<file path="src/ps2_lcd_pkg.sv">
package ps2_lcd_pkg;

   // --------------------
   // Widths
   localparam int SCAN_W = 8;             // PS/2 scan code
   localparam int CHAR_W = 8;             // LCD character or command byte
   localparam int POS_W  = 5;             // 32 screen positions

   // --------------------
   // Screen layout
   localparam int LINE_LEN   = 16;        // Characters per line
   localparam int SCREEN_LEN = 2 * LINE_LEN;
   localparam int KEY_POS    = 8;         // Live key on line 1
   localparam logic [CHAR_W-1:0] CHAR_SPACE = 8'h20;

   // --------------------
   // HD44780 command bytes
   localparam logic [CHAR_W-1:0] CMD_FUNC_SET    = 8'h38;   // 8 bit bus, 2 lines, 5x8
   localparam logic [CHAR_W-1:0] CMD_DISPLAY_OFF = 8'h08;
   localparam logic [CHAR_W-1:0] CMD_CLEAR       = 8'h01;
   localparam logic [CHAR_W-1:0] CMD_DISPLAY_ON  = 8'h0C;   // Cursor off
   localparam logic [CHAR_W-1:0] CMD_ENTRY_MODE  = 8'h06;   // Auto increment
   localparam logic [CHAR_W-1:0] CMD_LINE2       = 8'hC0;   // DDRAM 40h
   localparam logic [CHAR_W-1:0] CMD_HOME        = 8'h80;   // DDRAM 00h

   localparam int INIT_FUNC_SETS = 4;     // Repeated for a reliable start

   // Sequencer states
   typedef enum logic [3:0] {
      ST_FUNC_SET,
      ST_DISPLAY_OFF,
      ST_CLEAR,
      ST_DISPLAY_ON,
      ST_ENTRY_MODE,
      ST_PRINT,                           // One data byte
      ST_LINE2,
      ST_HOME,
      ST_DROP_EN,                         // Falling edge of E latches byte
      ST_HOLD                             // Keep byte valid after the edge
   } lcd_state_t;

endpackage

</file>
<file path="src/ps2_receiver.sv">
`timescale 1ns/10ps
module ps2_receiver #(
   parameter int FILTER_LEN = 8
) (
   input  logic                           clock,
   input  logic                           iRST_N,
   input  logic                           ps2_clk,
   input  logic                           ps2_data,
   input  logic                           key_ack,
   output logic                           key_req,
   output logic [ps2_lcd_pkg::SCAN_W-1:0] scan_code
);
   import ps2_lcd_pkg::*;

   localparam int CNT_W    = $clog2(SCAN_W + 2);
   localparam int STOP_IDX = SCAN_W + 1;  // Parity sits at SCAN_W

   logic [FILTER_LEN-1:0] clk_filter;     // Raw PS/2 clock history
   logic                  clk_filt;
   logic                  clk_filt_d;
   logic                  clk_fall;
   logic                  in_frame;       // Start bit seen
   logic [CNT_W-1:0]      bit_cnt;
   logic [SCAN_W-1:0]     shift_in;
   logic                  stop_edge;
   logic                  load_code;

   // --------------------
   // Clock filter
   always_ff @(posedge clock or negedge iRST_N)
   begin
      if (!iRST_N)
      begin
         clk_filter <= '1;                // Line idles high
         clk_filt   <= 1'b1;
         clk_filt_d <= 1'b1;
      end
      else
      begin
         clk_filter <= {ps2_clk, clk_filter[FILTER_LEN-1:1]};
         if (clk_filter == '1)
            clk_filt <= 1'b1;
         else if (clk_filter == '0)
            clk_filt <= 1'b0;             // Otherwise keep last level
         clk_filt_d <= clk_filt;
      end
   end

   assign clk_fall  = clk_filt_d & ~clk_filt;
   assign stop_edge = clk_fall & in_frame & (bit_cnt == CNT_W'(STOP_IDX));
   assign load_code = stop_edge & ~key_req & ~key_ack;  // Drop frame if handshake open

   // --------------------
   // Frame control and handshake
   always_ff @(posedge clock or negedge iRST_N)
   begin
      if (!iRST_N)
      begin
         in_frame <= 1'b0;
         bit_cnt  <= '0;
         key_req  <= 1'b0;
      end
      else
      begin
         if (key_req && key_ack)
            key_req <= 1'b0;              // Decoder has taken the code
         if (clk_fall)
         begin
            if (!in_frame)
            begin
               if (!ps2_data)             // Start bit
               begin
                  in_frame <= 1'b1;
                  bit_cnt  <= '0;
               end
            end
            else if (stop_edge)
               in_frame <= 1'b0;          // Stop bit not checked
            else
               bit_cnt <= bit_cnt + 1'b1; // Data and parity
         end
         if (load_code)
            key_req <= 1'b1;
      end
   end

   // Data path, LSB first
   always_ff @(posedge clock)
   begin
      if (clk_fall && in_frame && (bit_cnt < CNT_W'(SCAN_W)))
         shift_in <= {ps2_data, shift_in[SCAN_W-1:1]};
      if (load_code)
         scan_code <= shift_in;
   end

endmodule

</file>
<file path="src/scan_decoder.sv">
`timescale 1ns/10ps
module scan_decoder (
   input  logic                           clock,
   input  logic                           iRST_N,
   input  logic                           key_req,
   input  logic [ps2_lcd_pkg::SCAN_W-1:0] scan_code,
   output logic                           key_ack,
   output logic [ps2_lcd_pkg::CHAR_W-1:0] key_char
);
   import ps2_lcd_pkg::*;

   // Set 2 make code to ASCII, unknown gives 00h
   function automatic logic [CHAR_W-1:0] scan_to_ascii(input logic [SCAN_W-1:0] code);
      logic [CHAR_W-1:0] asc;
      case (code)
         // Letters
         8'h1C: asc = 8'h41;  8'h32: asc = 8'h42;  8'h21: asc = 8'h43;
         8'h23: asc = 8'h44;  8'h24: asc = 8'h45;  8'h2B: asc = 8'h46;
         8'h34: asc = 8'h47;  8'h33: asc = 8'h48;  8'h43: asc = 8'h49;
         8'h3B: asc = 8'h4A;  8'h42: asc = 8'h4B;  8'h4B: asc = 8'h4C;
         8'h3A: asc = 8'h4D;  8'h31: asc = 8'h4E;  8'h44: asc = 8'h4F;
         8'h4D: asc = 8'h50;  8'h15: asc = 8'h51;  8'h2D: asc = 8'h52;
         8'h1B: asc = 8'h53;  8'h2C: asc = 8'h54;  8'h3C: asc = 8'h55;
         8'h2A: asc = 8'h56;  8'h1D: asc = 8'h57;  8'h22: asc = 8'h58;
         8'h35: asc = 8'h59;  8'h1A: asc = 8'h5A;
         // Top row digits
         8'h45: asc = 8'h30;  8'h16: asc = 8'h31;  8'h1E: asc = 8'h32;
         8'h26: asc = 8'h33;  8'h25: asc = 8'h34;  8'h2E: asc = 8'h35;
         8'h36: asc = 8'h36;  8'h3D: asc = 8'h37;  8'h3E: asc = 8'h38;
         8'h46: asc = 8'h39;
         // Keypad digits
         8'h70: asc = 8'h30;  8'h69: asc = 8'h31;  8'h72: asc = 8'h32;
         8'h7A: asc = 8'h33;  8'h6B: asc = 8'h34;  8'h73: asc = 8'h35;
         8'h74: asc = 8'h36;  8'h6C: asc = 8'h37;  8'h75: asc = 8'h38;
         8'h7D: asc = 8'h39;
         default: asc = 8'h00;            // Break prefix F0 lands here too
      endcase
      return asc;
   endfunction

   // --------------------
   // Handshake follower
   always_ff @(posedge clock or negedge iRST_N)
   begin
      if (!iRST_N)
      begin
         key_ack  <= 1'b0;
         key_char <= '0;
      end
      else
      begin
         key_ack <= key_req;              // Rises and falls one cycle behind req
         if (key_req && !key_ack)         // Acceptance cycle
            key_char <= scan_to_ascii(scan_code);
      end
   end

endmodule

</file>
<file path="src/lcd_screen_text.sv">
`timescale 1ns/10ps
module lcd_screen_text (
   input  logic [ps2_lcd_pkg::POS_W-1:0]  char_pos,
   input  logic [ps2_lcd_pkg::CHAR_W-1:0] key_char,
   output logic [ps2_lcd_pkg::CHAR_W-1:0] screen_char
);
   import ps2_lcd_pkg::*;

   logic              second_line;
   logic [POS_W-1:0]  col;
   logic [CHAR_W-1:0] key_shown;

   assign second_line = (char_pos >= POS_W'(LINE_LEN));
   assign col         = second_line ? char_pos - POS_W'(LINE_LEN) : char_pos;

   // Small values become a hex digit
   always_comb
   begin
      if (key_char[7:4] != 4'h0)
         key_shown = key_char;
      else if (key_char[3:0] > 4'd9)
         key_shown = {4'h4, key_char[3:0] - 4'd9};   // 'A'..'F'
      else
         key_shown = {4'h3, key_char[3:0]};          // '0'..'9'
   end

   always_comb
   begin
      screen_char = CHAR_SPACE;
      if (char_pos == POS_W'(KEY_POS))
         screen_char = key_shown;
      else if (!second_line)
         case (col)
            5'd0: screen_char = 8'h50;    // P
            5'd1: screen_char = 8'h53;    // S
            5'd2: screen_char = 8'h32;    // 2
            5'd4: screen_char = 8'h4B;    // K
            5'd5: screen_char = 8'h45;    // E
            5'd6: screen_char = 8'h59;    // Y
            5'd7: screen_char = 8'h3D;    // =
            default: screen_char = CHAR_SPACE;
         endcase
      else
         case (col)
            5'd0: screen_char = 8'h50;    // P
            5'd1: screen_char = 8'h53;    // S
            5'd2: screen_char = 8'h32;    // 2
            5'd3: screen_char = 8'h2B;    // +
            5'd4: screen_char = 8'h4C;    // L
            5'd5: screen_char = 8'h43;    // C
            5'd6: screen_char = 8'h44;    // D
            default: screen_char = CHAR_SPACE;
         endcase
   end

endmodule

</file>
<file path="src/lcd_sequencer.sv">
`timescale 1ns/10ps
module lcd_sequencer #(
   parameter int TICK_DIV = 12
) (
   input  logic                           clock,
   input  logic                           iRST_N,
   input  logic [ps2_lcd_pkg::CHAR_W-1:0] screen_char,
   output logic [ps2_lcd_pkg::POS_W-1:0]  char_pos,
   output logic                           lcd_en,
   output logic                           lcd_rs,
   output logic [ps2_lcd_pkg::CHAR_W-1:0] lcd_data
);
   import ps2_lcd_pkg::*;

   localparam int TICK_W = (TICK_DIV > 1) ? $clog2(TICK_DIV) : 1;
   localparam int FUNC_W = $clog2(INIT_FUNC_SETS + 1);

   logic [TICK_W-1:0] tick_cnt;
   logic              step;               // One strobe per LCD step
   lcd_state_t        state;
   lcd_state_t        next_cmd;           // Where to go after HOLD
   logic [FUNC_W-1:0] func_cnt;
   logic [CHAR_W-1:0] cmd_byte;
   logic              cmd_rs;
   lcd_state_t        cmd_next;

   // --------------------
   // Step timer
   always_ff @(posedge clock or negedge iRST_N)
   begin
      if (!iRST_N)
         tick_cnt <= '0;
      else if (step)
         tick_cnt <= '0;
      else
         tick_cnt <= tick_cnt + 1'b1;
   end

   assign step = (tick_cnt == TICK_W'(TICK_DIV - 1));

   // Byte, rs and follow-on state for the current transfer
   always_comb
   begin
      cmd_byte = screen_char;
      cmd_rs   = 1'b0;
      cmd_next = ST_PRINT;
      case (state)
         ST_FUNC_SET:
         begin
            cmd_byte = CMD_FUNC_SET;
            cmd_next = (func_cnt == FUNC_W'(INIT_FUNC_SETS - 1)) ? ST_DISPLAY_OFF : ST_FUNC_SET;
         end
         ST_DISPLAY_OFF: begin cmd_byte = CMD_DISPLAY_OFF; cmd_next = ST_CLEAR; end
         ST_CLEAR:       begin cmd_byte = CMD_CLEAR;       cmd_next = ST_DISPLAY_ON; end
         ST_DISPLAY_ON:  begin cmd_byte = CMD_DISPLAY_ON;  cmd_next = ST_ENTRY_MODE; end
         ST_ENTRY_MODE:  cmd_byte = CMD_ENTRY_MODE;
         ST_LINE2:       cmd_byte = CMD_LINE2;
         ST_HOME:        cmd_byte = CMD_HOME;
         ST_PRINT:
         begin
            cmd_rs = 1'b1;                // Character data
            if (char_pos == POS_W'(LINE_LEN - 1))
               cmd_next = ST_LINE2;
            else if (char_pos == POS_W'(SCREEN_LEN - 1))
               cmd_next = ST_HOME;
         end
         default: cmd_next = ST_PRINT;    // DROP_EN and HOLD unused here
      endcase
   end

   // --------------------
   // Transfer FSM
   always_ff @(posedge clock or negedge iRST_N)
   begin
      if (!iRST_N)
      begin
         state    <= ST_FUNC_SET;
         next_cmd <= ST_FUNC_SET;
         func_cnt <= '0;
         char_pos <= '0;
         lcd_en   <= 1'b0;
         lcd_rs   <= 1'b0;
         lcd_data <= '0;
      end
      else if (step)
         case (state)
            ST_DROP_EN:
            begin
               lcd_en <= 1'b0;            // LCD latches here
               state  <= ST_HOLD;
            end
            ST_HOLD: state <= next_cmd;
            default:
            begin
               lcd_en   <= 1'b1;          // Step 1 of every transfer
               lcd_rs   <= cmd_rs;
               lcd_data <= cmd_byte;
               next_cmd <= cmd_next;
               state    <= ST_DROP_EN;
               if (state == ST_FUNC_SET)
                  func_cnt <= func_cnt + 1'b1;
               if (state == ST_PRINT)     // Wraps after position 31
                  char_pos <= (char_pos == POS_W'(SCREEN_LEN - 1)) ? '0 : char_pos + 1'b1;
            end
         endcase
   end

endmodule

</file>
<file path="src/ps2_lcd_top.sv">
`timescale 1ns/10ps
module ps2_lcd_top #(
   parameter int TICK_DIV   = 12,       // 62500 at 50 MHz on the board
   parameter int FILTER_LEN = 8
) (
   input  logic                           clock,
   input  logic                           iRST_N,
   input  logic                           ps2_clk,
   input  logic                           ps2_data,
   output logic                           lcd_en,
   output logic                           lcd_rs,
   output logic [ps2_lcd_pkg::CHAR_W-1:0] lcd_data
);
   import ps2_lcd_pkg::*;

   logic              key_req;
   logic              key_ack;
   logic [SCAN_W-1:0] scan_code;
   logic [CHAR_W-1:0] key_char;           // Latest decoded key
   logic [POS_W-1:0]  char_pos;
   logic [CHAR_W-1:0] screen_char;

   // --------------------
   // Keyboard side
   ps2_receiver #(.FILTER_LEN(FILTER_LEN)) i_ps2_receiver (
      .clock(clock), .iRST_N(iRST_N), .ps2_clk(ps2_clk), .ps2_data(ps2_data),
      .key_ack(key_ack), .key_req(key_req), .scan_code(scan_code));

   scan_decoder i_scan_decoder (
      .clock(clock), .iRST_N(iRST_N), .key_req(key_req), .scan_code(scan_code),
      .key_ack(key_ack), .key_char(key_char));

   // --------------------
   // LCD side
   lcd_screen_text i_lcd_screen_text (
      .char_pos(char_pos), .key_char(key_char), .screen_char(screen_char));

   lcd_sequencer #(.TICK_DIV(TICK_DIV)) i_lcd_sequencer (
      .clock(clock), .iRST_N(iRST_N), .screen_char(screen_char), .char_pos(char_pos),
      .lcd_en(lcd_en), .lcd_rs(lcd_rs), .lcd_data(lcd_data));

endmodule

</file>
<file path="config.mk">
export PLATFORM = sky130hd
export DESIGN_NAME = ps2_lcd_top
export DESIGN_NICKNAME = d
export VERILOG_FILES = /design/src/ps2_lcd_pkg.sv /design/src/ps2_receiver.sv /design/src/scan_decoder.sv /design/src/lcd_screen_text.sv /design/src/lcd_sequencer.sv /design/src/ps2_lcd_top.sv
export SDC_FILE = /design/constraint.sdc
export NUM_CORES = 1
export LEC_CHECK = 0
export BUFFER_PORTS_ARGS = -buffer_cell sky130_fd_sc_hd__clkbuf_2
export CORE_UTILIZATION = 50
export CTS_CLUSTER_SIZE = 30
export DETAILED_ROUTE_END_ITERATION = 12
export HOLD_SLACK_MARGIN = 0.15
export PLACE_DENSITY = 0.77
export SKIP_LAST_GASP = 1
export SYNTH_ARGS = -nofsm -noshare
export SYNTH_HDL_FRONTEND = slang
export SYNTH_SLANG_ARGS = --single-unit
</file>
<file path="constraint.sdc">
create_clock -name clock -period 5.2 [get_ports clock]
set_input_delay 1.04 -clock clock [delete_from_list [all_inputs] [get_ports clock]]
set_output_delay 1.04 -clock clock [all_outputs]
set_load 0.005 [all_outputs]
</file>
==> results.toml, run 1 <==
[drt]
drt-initial-drc-count = 384
drtAntennaViolNets = 0
vias_per_cell = 6.49
vias = 4630
drt_wl_total_um = 13700
dr.pass1.iters = 5
remaining_drc_errors = 0
routedWlPerCell_um = 19.2

[global_route]
grt-ovfl-total = 0
grt_max_degree = 54
grt_pass1_wl_um = 22200
grtUsageTotal_pct = 27.4
grt_antenna_before_repair = 0
grt_pass1_vias = 4303

[cells_and_area]
multiInputGateArea_um2 = 2900
drive_gt1_share_pct = 11.7
nFillCells = 889
syn_to_final_growth_pct = 5.01
nNetsFinal = 600
register_area_um2 = 1960
diodes = 0
design_area_um2 = 5400
final_cells = 713

[yosys]
synth_edf_count = 16
yosysWarnings = 0
synth_top_area_share_pct = 20.9
synth_seq_area_share_pct = 38.1
yosys.area.top_type = "dfrtp_1"
avgSynthCellArea_um2 = 8.78
mappedNetlistArea_um2 = 5140
ys_types = 76
synthTopCellsByCount = "70 x nand2_1, 47 x nor2_1, 46 x o21ai_0, 43 x dfrtp_1, 30 x clkbuf_1"
syn_nets = 611
synth.most_common_cell = "nand2_1"
ys_ff_latch = 76
synthFlopType = "dfrtp_1"
synth_cells = 586
synth_top_cells_by_area = "dfrtp_1 21%, edfxtp_1 9.3%, dfstp_2 5.1%, ha_1 5.1%, nand2_1 5.1%"
ys_async_sr_fraction_pct = 69.7

[sta]
finalMaxSlewViolations = 0
fin_skew_ps = 13.5
finalSetupViolCount = 0
final.period_utilization_pct = 76.3
fin_crit_ps = 3970
hold_viol = 0
timing.fmax_mhz = 252
relSlewSlack_pct = 29.5
rsz0062_at_grt = "no"
worst_pin_slew_ps = 1060
setup_tns_ps = 0

[worst_setup_path]
crit_family = "simple AND/OR/NAND/NOR gates"
crit_path_end_kind = "flop"
worstPathRequired_ps = 5440
max_stage_delay_ps = 460
crit_chain = "inv_1, ha_1, and3b_1, nand3_4, inv_2, mux2i_1, inv_1, ha_1, inv_1, mux2i_1, a311o_1, o21ai_0, nand4_1, o32a_1"
crit_buf_inv = 4
cp_common_cell = "inv_1"
critical_path_arrival_ps = 4210
critPathKind = "flop to flop"
crit_slowest_cell = "nand3_4"
startpoint_type = "flop"
path_max_fanout = 42

[pwr]
ir_drop_mv = 0.207
leakagePower_nw = 2.17
power.total_mw = 1.20
powerDensity_nw_per_um2 = 222

[placement]
finalWeightedCongestion = 1.00
numPlacedInstances = 697
placed_area_um2 = 5220
io_buffer_count = 13
hpwlAfterDp_um = 9470

[die]
io_pins = 14
die_x_um = 103
core-area_um2 = 9860
initial_utilization_pct = 52.2
fp-row-count = 36
die_h_um = 103
dieArea_um2 = 10700

[outcome]
status = "complete, no violations"

[clocking]
cts.path.max_buffers = 2
post_cts_buffers = 0
cts_tree = "built"
clk_pin_slew_worst_paths_ps = 90
postCtsHoldBufs = 0
clkSinkCount = 76
ctsResizeCount = 0
cts_root_buffer = "clkbuf_8"
cts_buffers = 9
htree_levels = 3
clk_latency_ps = 350

[flow_run]
cap_violations = 0

[min_path]
hold_class = "flop to flop"
worst paths after layout:
kind | from | slack [ps] | endpoint | cells after the start
min reg2reg | i_ps2_receiver.clk_filter[6] | 380 | i_ps2_receiver.clk_filter[5] | 0
max in group asynchronous | iRST_N | 3970 | i_scan_decoder.key_char[1] | 2
max | i_ps2_receiver.bit_cnt[1] | 1230 | flop | 14
min in group asynchronous | iRST_N | 780 | i_lcd_sequencer.char_pos[2] | 2
min | i_ps2_receiver.clk_filter[6] | 380 | i_ps2_receiver.clk_filter[5] | 0
max reg2reg | i_ps2_receiver.bit_cnt[1] | 1230 | flop | 14
registers in the layout (all words and copies together), names as in the netlist, 3 cells and up, named ones only:
signal                     flops
i_lcd_sequencer.tick_cnt       4
i_ps2_receiver.clk_filter      8
i_ps2_receiver.shift_in        8
i_lcd_sequencer.lcd_data       8
i_lcd_sequencer.next_cmd       3
i_ps2_receiver.bit_cnt         4
i_ps2_receiver.scan_code       8
i_lcd_sequencer.state          4
i_lcd_sequencer.char_pos       5
i_scan_decoder.key_char        7
i_lcd_sequencer.func_cnt       3
routing by layer:
metal | global-route usage (%) | share of wire, % | vias up
met5 | 0 | 0 | -
met4 | 15.0 | 5.5 | 0
met3 | 4.64 | 7.9 | 78
met2 | 43.9 | 46 | 248
met1 | 35.3 | 41 | 2175
li1 | - | - | 2129
where the power goes:
part | leakage [nW] | internal (mW) | switching, mW
Sequential | 0.861 | 0.639 | 0.0325
Combinational | 1.21 | 0.0360 | 0.0536
Clock | 0.0990 | 0.186 | 0.251
cell usage in the layout (no fill, tap or decap), types with 6 or more instances in the layout:
cell | synthesis | final
a211oi_1 | 10 | 10
a21o_1 | 7 | 7
a21oi_1 | 23 | 23
a31oi_1 | 9 | 9
clkbuf_2 | 0 | 13
clkbuf_8 | 0 | 9
dfrtp_1 | 43 | 43
dfstp_2 | 10 | 10
dfxtp_1 | 7 | 7
edfxtp_1 | 16 | 16
ha_1 | 21 | 21
inv_1 | 21 | 21
mux2_2 | 9 | 9
mux2i_1 | 15 | 15
nand2_1 | 70 | 70
nand2b_1 | 12 | 12
nand3_1 | 23 | 23
nor2_1 | 47 | 47
nor2b_1 | 19 | 19
nor3_1 | 16 | 16
o211ai_1 | 6 | 6
o21ai_0 | 46 | 46
cell type report:
type | instances | area share [%]
clock buffer | 9 | 2.29
multi-input combinational | 447 | 53.6
clock inverter | 7 | 1.18
inverter | 23 | 1.69
timing repair buffer | 18 | 1.90
sequential | 76 | 36.3
tap | 133 | 3.08
stage by stage:
stage / setup slack (ps) / utilization [%] / hold WS [ps]
2_1_floorplan: 1820 / - / 352
3_3_place_gp: 1540 / 52.9 / 360
3_5_place_dp: 1350 / 52.9 / 364
4_1_cts: 1340 / 54.8 / 376
5_1_grt: 1000 / 54.8 / 375
6_report: 1230 / 54.8 / 375
logic make-up after synthesis:
group,Yosys count,synth area share (%)
mux,28,5.93
flops,76,38.1
compound gates,166,22.3
fa+ha+maj,21,5.11
xor+xnor,6,1.02
buf+inv,63,5.64
simple gates,226,21.9
No activity file was read; power rests on OpenSTA's default activity.
==> run 2: changes to the inputs <==
--- a/config.mk
+++ b/config.mk
@@ -10,7 +10,7 @@
 export CTS_CLUSTER_SIZE = 30
 export DETAILED_ROUTE_END_ITERATION = 12
 export HOLD_SLACK_MARGIN = 0.15
-export PLACE_DENSITY = 0.77
+export PLACE_DENSITY = 0.8
 export SKIP_LAST_GASP = 1
 export SYNTH_ARGS = -nofsm -noshare
 export SYNTH_HDL_FRONTEND = slang
==> constraint.sdc (replaced) <==
create_clock -name clock -period 3.3 [get_ports clock]
set_input_delay 0.66 -clock clock [delete_from_list [all_inputs] [get_ports clock]]
set_output_delay 0.66 -clock clock [all_outputs]
set_load 0.005 [all_outputs]
==> run 2 against run 1 <==
Clock power up 57%. First-iteration DRC count up 33%. Largest power group unchanged. Highest routed layer unchanged. Design area up 2.1%. Via count up 2.7%.
==> results.toml, run 2 (synthesized netlist as in run 1, its figures left out) <==
[worst_setup_path]
critPathKind = "flop to flop"
crit_slowest_cell = "dfrtp_1"
r2r_slack_ps = 250
r2r-start = "i_ps2_receiver.bit_cnt[0]"
reg2regPathDepth = 14
crit_chain = "ha_1, and3b_1, nand3_4, inv_2, nor2_1, a21o_1, inv_1, ha_1, inv_1, mux2i_1, a311o_1, o21ai_0, nand4_1, o32a_1"
startpoint_type = "flop"
crit_path_end_kind = "flop"
max_stage_delay_ps = 440
crit_family = "compound AO/OA/AOI/OAI gates"
crit_buf_inv = 3
worstPathRequired_ps = 3550
critical_path_arrival_ps = 3300
path_max_fanout = 6

[drt]
remaining_drc_errors = 0
drtAntennaViolNets = 0
vias_per_cell = 6.53
routedWlPerCell_um = 19.3
drt-initial-drc-count = 510
drt_wl_total_um = 14100
vias = 4757
dr.pass1.iters = 6

[min_path]
hold_class = "input pin to async pin"

[die]
core-area_um2 = 9860
die_x_um = 103
fp-row-count = 36
dieArea_um2 = 10700
initial_utilization_pct = 52.2
die_h_um = 103
io_pins = 14

[sta]
rsz0062_at_grt = "no"
fin_skew_ps = 14.1
timing.fmax_mhz = 328
relSlewSlack_pct = 49.8
finalMaxSlewViolations = 0
fin_crit_ps = 3050
final.period_utilization_pct = 92.5
hold_viol = 0
worst_pin_slew_ps = 753
whs_ps = 299
setup_tns_ps = 0
finalSetupViolCount = 0

[placement]
hpwlAfterDp_um = 9900
io_buffer_count = 13
finalWeightedCongestion = 1.02

[cells_and_area]
drive_gt1_share_pct = 13.9
final_common_cell = "nand2_1"
diodes = 0
final_core_util_pct = 55.9
layout_common_cells = "70 x nand2_1, 47 x nor2_1, 46 x o21ai_0, 43 x dfrtp_1"
syn_to_final_growth_pct = 7.25
nNetsFinal = 615

[clocking]
postCtsHoldBufs = 0
cts_tree = "built"
cts_buffers = 9
ctsResizeCount = 0
htree_levels = 3
cts_root_buffer = "clkbuf_8"
clk_latency_ps = 350
post_cts_buffers = 0
clkSinkCount = 76
cts.path.max_buffers = 2
clk_pin_slew_worst_paths_ps = 90

[pwr]
comb_power_share_pct = 7.6
p_switching_uw = 535
seq_power_share_pct = 56.2
powerDensity_nw_per_um2 = 342
swShare_pct = 28.3
power.total_mw = 1.89
clock_power_share_pct = 36.2
ir_drop_mv = 0.324
leakagePower_nw = 2.24
internal-power_mw = 1.35

[global_route]
grt_max_degree = 42
grt_pass1_wl_um = 22600
grt_antenna_before_repair = 0
grt-ovfl-total = 0
grt_pass1_vias = 4478
grtUsageTotal_pct = 27.6

[outcome]
status = "complete, no violations"

[flow_run]
cap_violations = 0
==> run 2: worst max-delay path by stage <==
stage	slack (ps)	from	cells past startpoint	end
6_report	250	i_ps2_receiver.bit_cnt[0]	14	flop
2_1_floorplan	6	i_ps2_receiver.bit_cnt[1]	17	flop
3_5_place_dp	360	i_ps2_receiver.bit_cnt[1]	14	flop
4_1_cts	300	i_ps2_receiver.bit_cnt[1]	13	flop
3_3_place_gp	400	i_ps2_receiver.bit_cnt[1]	14	flop
5_1_grt	70	i_ps2_receiver.bit_cnt[1]	13	flop
==> run 2: worst reg2reg max path, cell delays in order (launching register included) <==
cell	delay (ps)
dfrtp_1	440
ha_1	240
and3b_1	250
nand3_4	110
inv_2	70
nor2_1	110
a21o_1	180
inv_1	130
ha_1	230
inv_1	170
mux2i_1	130
a311o_1	360
o21ai_0	80
nand4_1	140
o32a_1	330
==> run 2: layer usage <==
metal	up-vias	GRT usage [%]	routed length, µm
met2	313	43.7	6500
met4	0	15.1	631
met5	-	0	0
met3	71	5.98	1320
li1	2163	-	-
met1	2210	35.2	5610
==> run 2: per-stage QoR <==
step	area, µm²	std cells	worst slack (ps)
2_1_floorplan	5150	586	5.71
3_3_place_gp	5330	712	396
3_5_place_dp	5330	712	363
4_1_cts	5520	728	295
5_1_grt	5520	728	68.1
6_report	5520	728	247
==> run 2: area by class of cell <==
| cell class | instances | area (µm²) |
|---|---|---|
| fill | 840 | 4350 |
| tap | 133 | 166 |
| timing repair buffer | 33 | 215 |
| clock buffer | 9 | 124 |
| multi-input combinational | 447 | 2900 |
| inverter | 23 | 91.3 |
| sequential | 76 | 1960 |
| clock inverter | 7 | 66.3 |
==> run 2: power by group through the flow <==
stage | Combinational (mW) | Sequential, mW | Clock, mW
finish | 0.144 | 1.06 | 0.684
global route | 0.169 | 1.07 | 0.739
CTS | 0.145 | 1.06 | 0.703
detailed placement | 0.145 | 1.08 | 0
global placement | 0.137 | 1.07 | 0
floorplan | 0.106 | 1.06 | 0
==> run 3: changes to the inputs <==
--- a/config.mk
+++ b/config.mk
@@ -6,11 +6,13 @@
 export NUM_CORES = 1
 export LEC_CHECK = 0
 export BUFFER_PORTS_ARGS = -buffer_cell sky130_fd_sc_hd__clkbuf_2
-export CORE_UTILIZATION = 50
+export CELL_PAD_IN_SITES_DETAIL_PLACEMENT = 1
+export CELL_PAD_IN_SITES_GLOBAL_PLACEMENT = 2
+export CORE_UTILIZATION = 36
 export CTS_CLUSTER_SIZE = 30
 export DETAILED_ROUTE_END_ITERATION = 12
 export HOLD_SLACK_MARGIN = 0.15
-export PLACE_DENSITY = 0.8
+export PLACE_DENSITY = 0.88
 export SKIP_LAST_GASP = 1
 export SYNTH_ARGS = -nofsm -noshare
 export SYNTH_HDL_FRONTEND = slang
==> run 3 against run 2 <==
Power increased by 16%. Core utilization fell by 15 points. Worst setup slack better by 37 ps.
==> results.toml, run 3 (synthesized netlist as in run 1, its figures left out) <==
[cells_and_area]
syn_to_final_growth_pct = 9.85
drive_gt1_share_pct = 13.0
nNetsFinal = 611
diodes = 0
layout_common_cells = "70 x nand2_1, 47 x nor2_1, 46 x o21ai_0, 43 x dfrtp_1"
final_common_cell = "nand2_1"

[drt]
drt-initial-drc-count = 508
vias = 4638
drtAntennaViolNets = 0
dr.pass1.iters = 5
routedWlPerCell_um = 20.4
vias_per_cell = 6.02
drt_wl_total_um = 15700
remaining_drc_errors = 0

[clocking]
cts.path.max_buffers = 2
htree_levels = 3
cts_buffers = 9
ctsResizeCount = 0
clk_pin_slew_worst_paths_ps = 60
post_cts_buffers = 0
clk_latency_ps = 340
clkSinkCount = 76
cts_root_buffer = "clkbuf_16"
cts_tree = "built"
postCtsHoldBufs = 0

[die]
initial_utilization_pct = 36.9
core-area_um2 = 13900
dieArea_um2 = 14800
die_h_um = 122
io_pins = 14
die_x_um = 122
fp-row-count = 43

[outcome]
status = "complete, no violations"

[sta]
timing.fmax_mhz = 332
relSlewSlack_pct = 37.7
rsz0062_at_grt = "no"
whs_ps = 281
fin_crit_ps = 3020
fin_skew_ps = 7.57
finalSetupViolCount = 0
hold_viol = 0
setup_tns_ps = 0
worst_pin_slew_ps = 934
final.period_utilization_pct = 91.4
finalMaxSlewViolations = 0

[global_route]
use_met2_pct = 37.1
grt_max_degree = 42
gr-usage-met1_pct = 28.8
grt_pass1_vias = 4695
grt_pass1_wl_um = 25500
grt_antenna_before_repair = 0
grt-ovfl-total = 0
met3_usage_pct = 4.45
grtUsageTotal_pct = 22.4
grt_busiest_layer = "met2"

[worst_setup_path]
critical_path_arrival_ps = 3230
path_max_fanout = 6
startpoint_type = "flop"
critPathKind = "flop to flop"
worstPathRequired_ps = 3520
crit_path_end_kind = "flop"

[min_path]
hold_class = "input pin to async pin"

[pwr]
power.total_mw = 2.19
leakagePower_nw = 2.27
ir_drop_mv = 0.237
powerDensity_nw_per_um2 = 388

[placement]
finalWeightedCongestion = 1.01
io_buffer_count = 13
hpwlAfterDp_um = 11300

[flow_run]
cap_violations = 0
## run 3: cell types whose count changed in the layout (fill, tap and decap cells not counted)
| cell | change |
|---|---|
| clkinv_4 | -1 |
| clkbuf_8 | -8 |
| clkbuf_1 | +2 |
| inv_4 | -1 |
| clkbuf_16 | +9 |
| clkinv_2 | +2 |
| inv_6 | -3 |
| clkinv_8 | -1 |
| buf_4 | -4 |
| bufinv_16 | +1 |
## run 3: per-stage QoR
step | utilization, % | setup WS (ps) | std cells | instance area (µm²)
6_report | 40.6 | 284 | 771 | 5650
5_1_grt | 40.6 | 26.1 | 771 | 5650
3_5_place_dp | 38.4 | 349 | 755 | 5360
4_1_cts | 40.6 | 321 | 771 | 5650
3_3_place_gp | 38.4 | 428 | 755 | 5360
2_1_floorplan | - | 5.71 | 586 | 5150
## run 3: cell type report
cell class | count | area [µm²]
Fill cell | 1647 | 8280
Multi-Input combinational cell | 447 | 2900
Sequential cell | 76 | 1960
Clock buffer | 12 | 246
Tap cell | 180 | 225
Timing Repair Buffer | 29 | 185
Inverter | 23 | 91.3
Clock inverter | 4 | 48.8
## run 3: path summary, 6_finish.rpt
kind                       cells past startpoint                         start                      endpoint  slack, ps
setup / recovery                              14     i_ps2_receiver.bit_cnt[1]                          flop        280
hold / removal                                 1                        iRST_N   i_lcd_sequencer.char_pos[3]        280
setup reg to reg                              14     i_ps2_receiver.bit_cnt[1]                          flop        280
hold reg to reg                                0  i_ps2_receiver.clk_filter[6]  i_ps2_receiver.clk_filter[5]        370
max in group asynchronous                      2                        iRST_N  i_ps2_receiver.clk_filter[7]       2170
min in group clock                             0  i_ps2_receiver.clk_filter[6]  i_ps2_receiver.clk_filter[5]        370
## run 3: report_power, final
group,internal (mW),switching [mW],total [mW]
Combinational,0.0570,0.0893,0.146
Clock,0.605,0.379,0.984
Sequential,1.01,0.0512,1.06
Total,1.67,0.519,2.19
## run 3: routing by layer
layer  wire length (µm)  vias up  share of wire (%)
met4                399        0                2.5
met3                852       35                5.4
met1               6820     2289                 43
met2               7650      157                 49
li1                   -     2157                  -
met5                  0        -                  0
## run 3: worst max-delay path: stages (launching register included)
cell	delay [ps]
dfrtp_1	400
inv_1	60
ha_1	160
and3b_1	280
nand3_4	100
inv_2	130
mux2i_1	250
inv_1	130
ha_1	220
inv_1	160
mux2i_1	140
a311o_1	370
o21ai_0	70
nand4_1	120
o32a_1	300
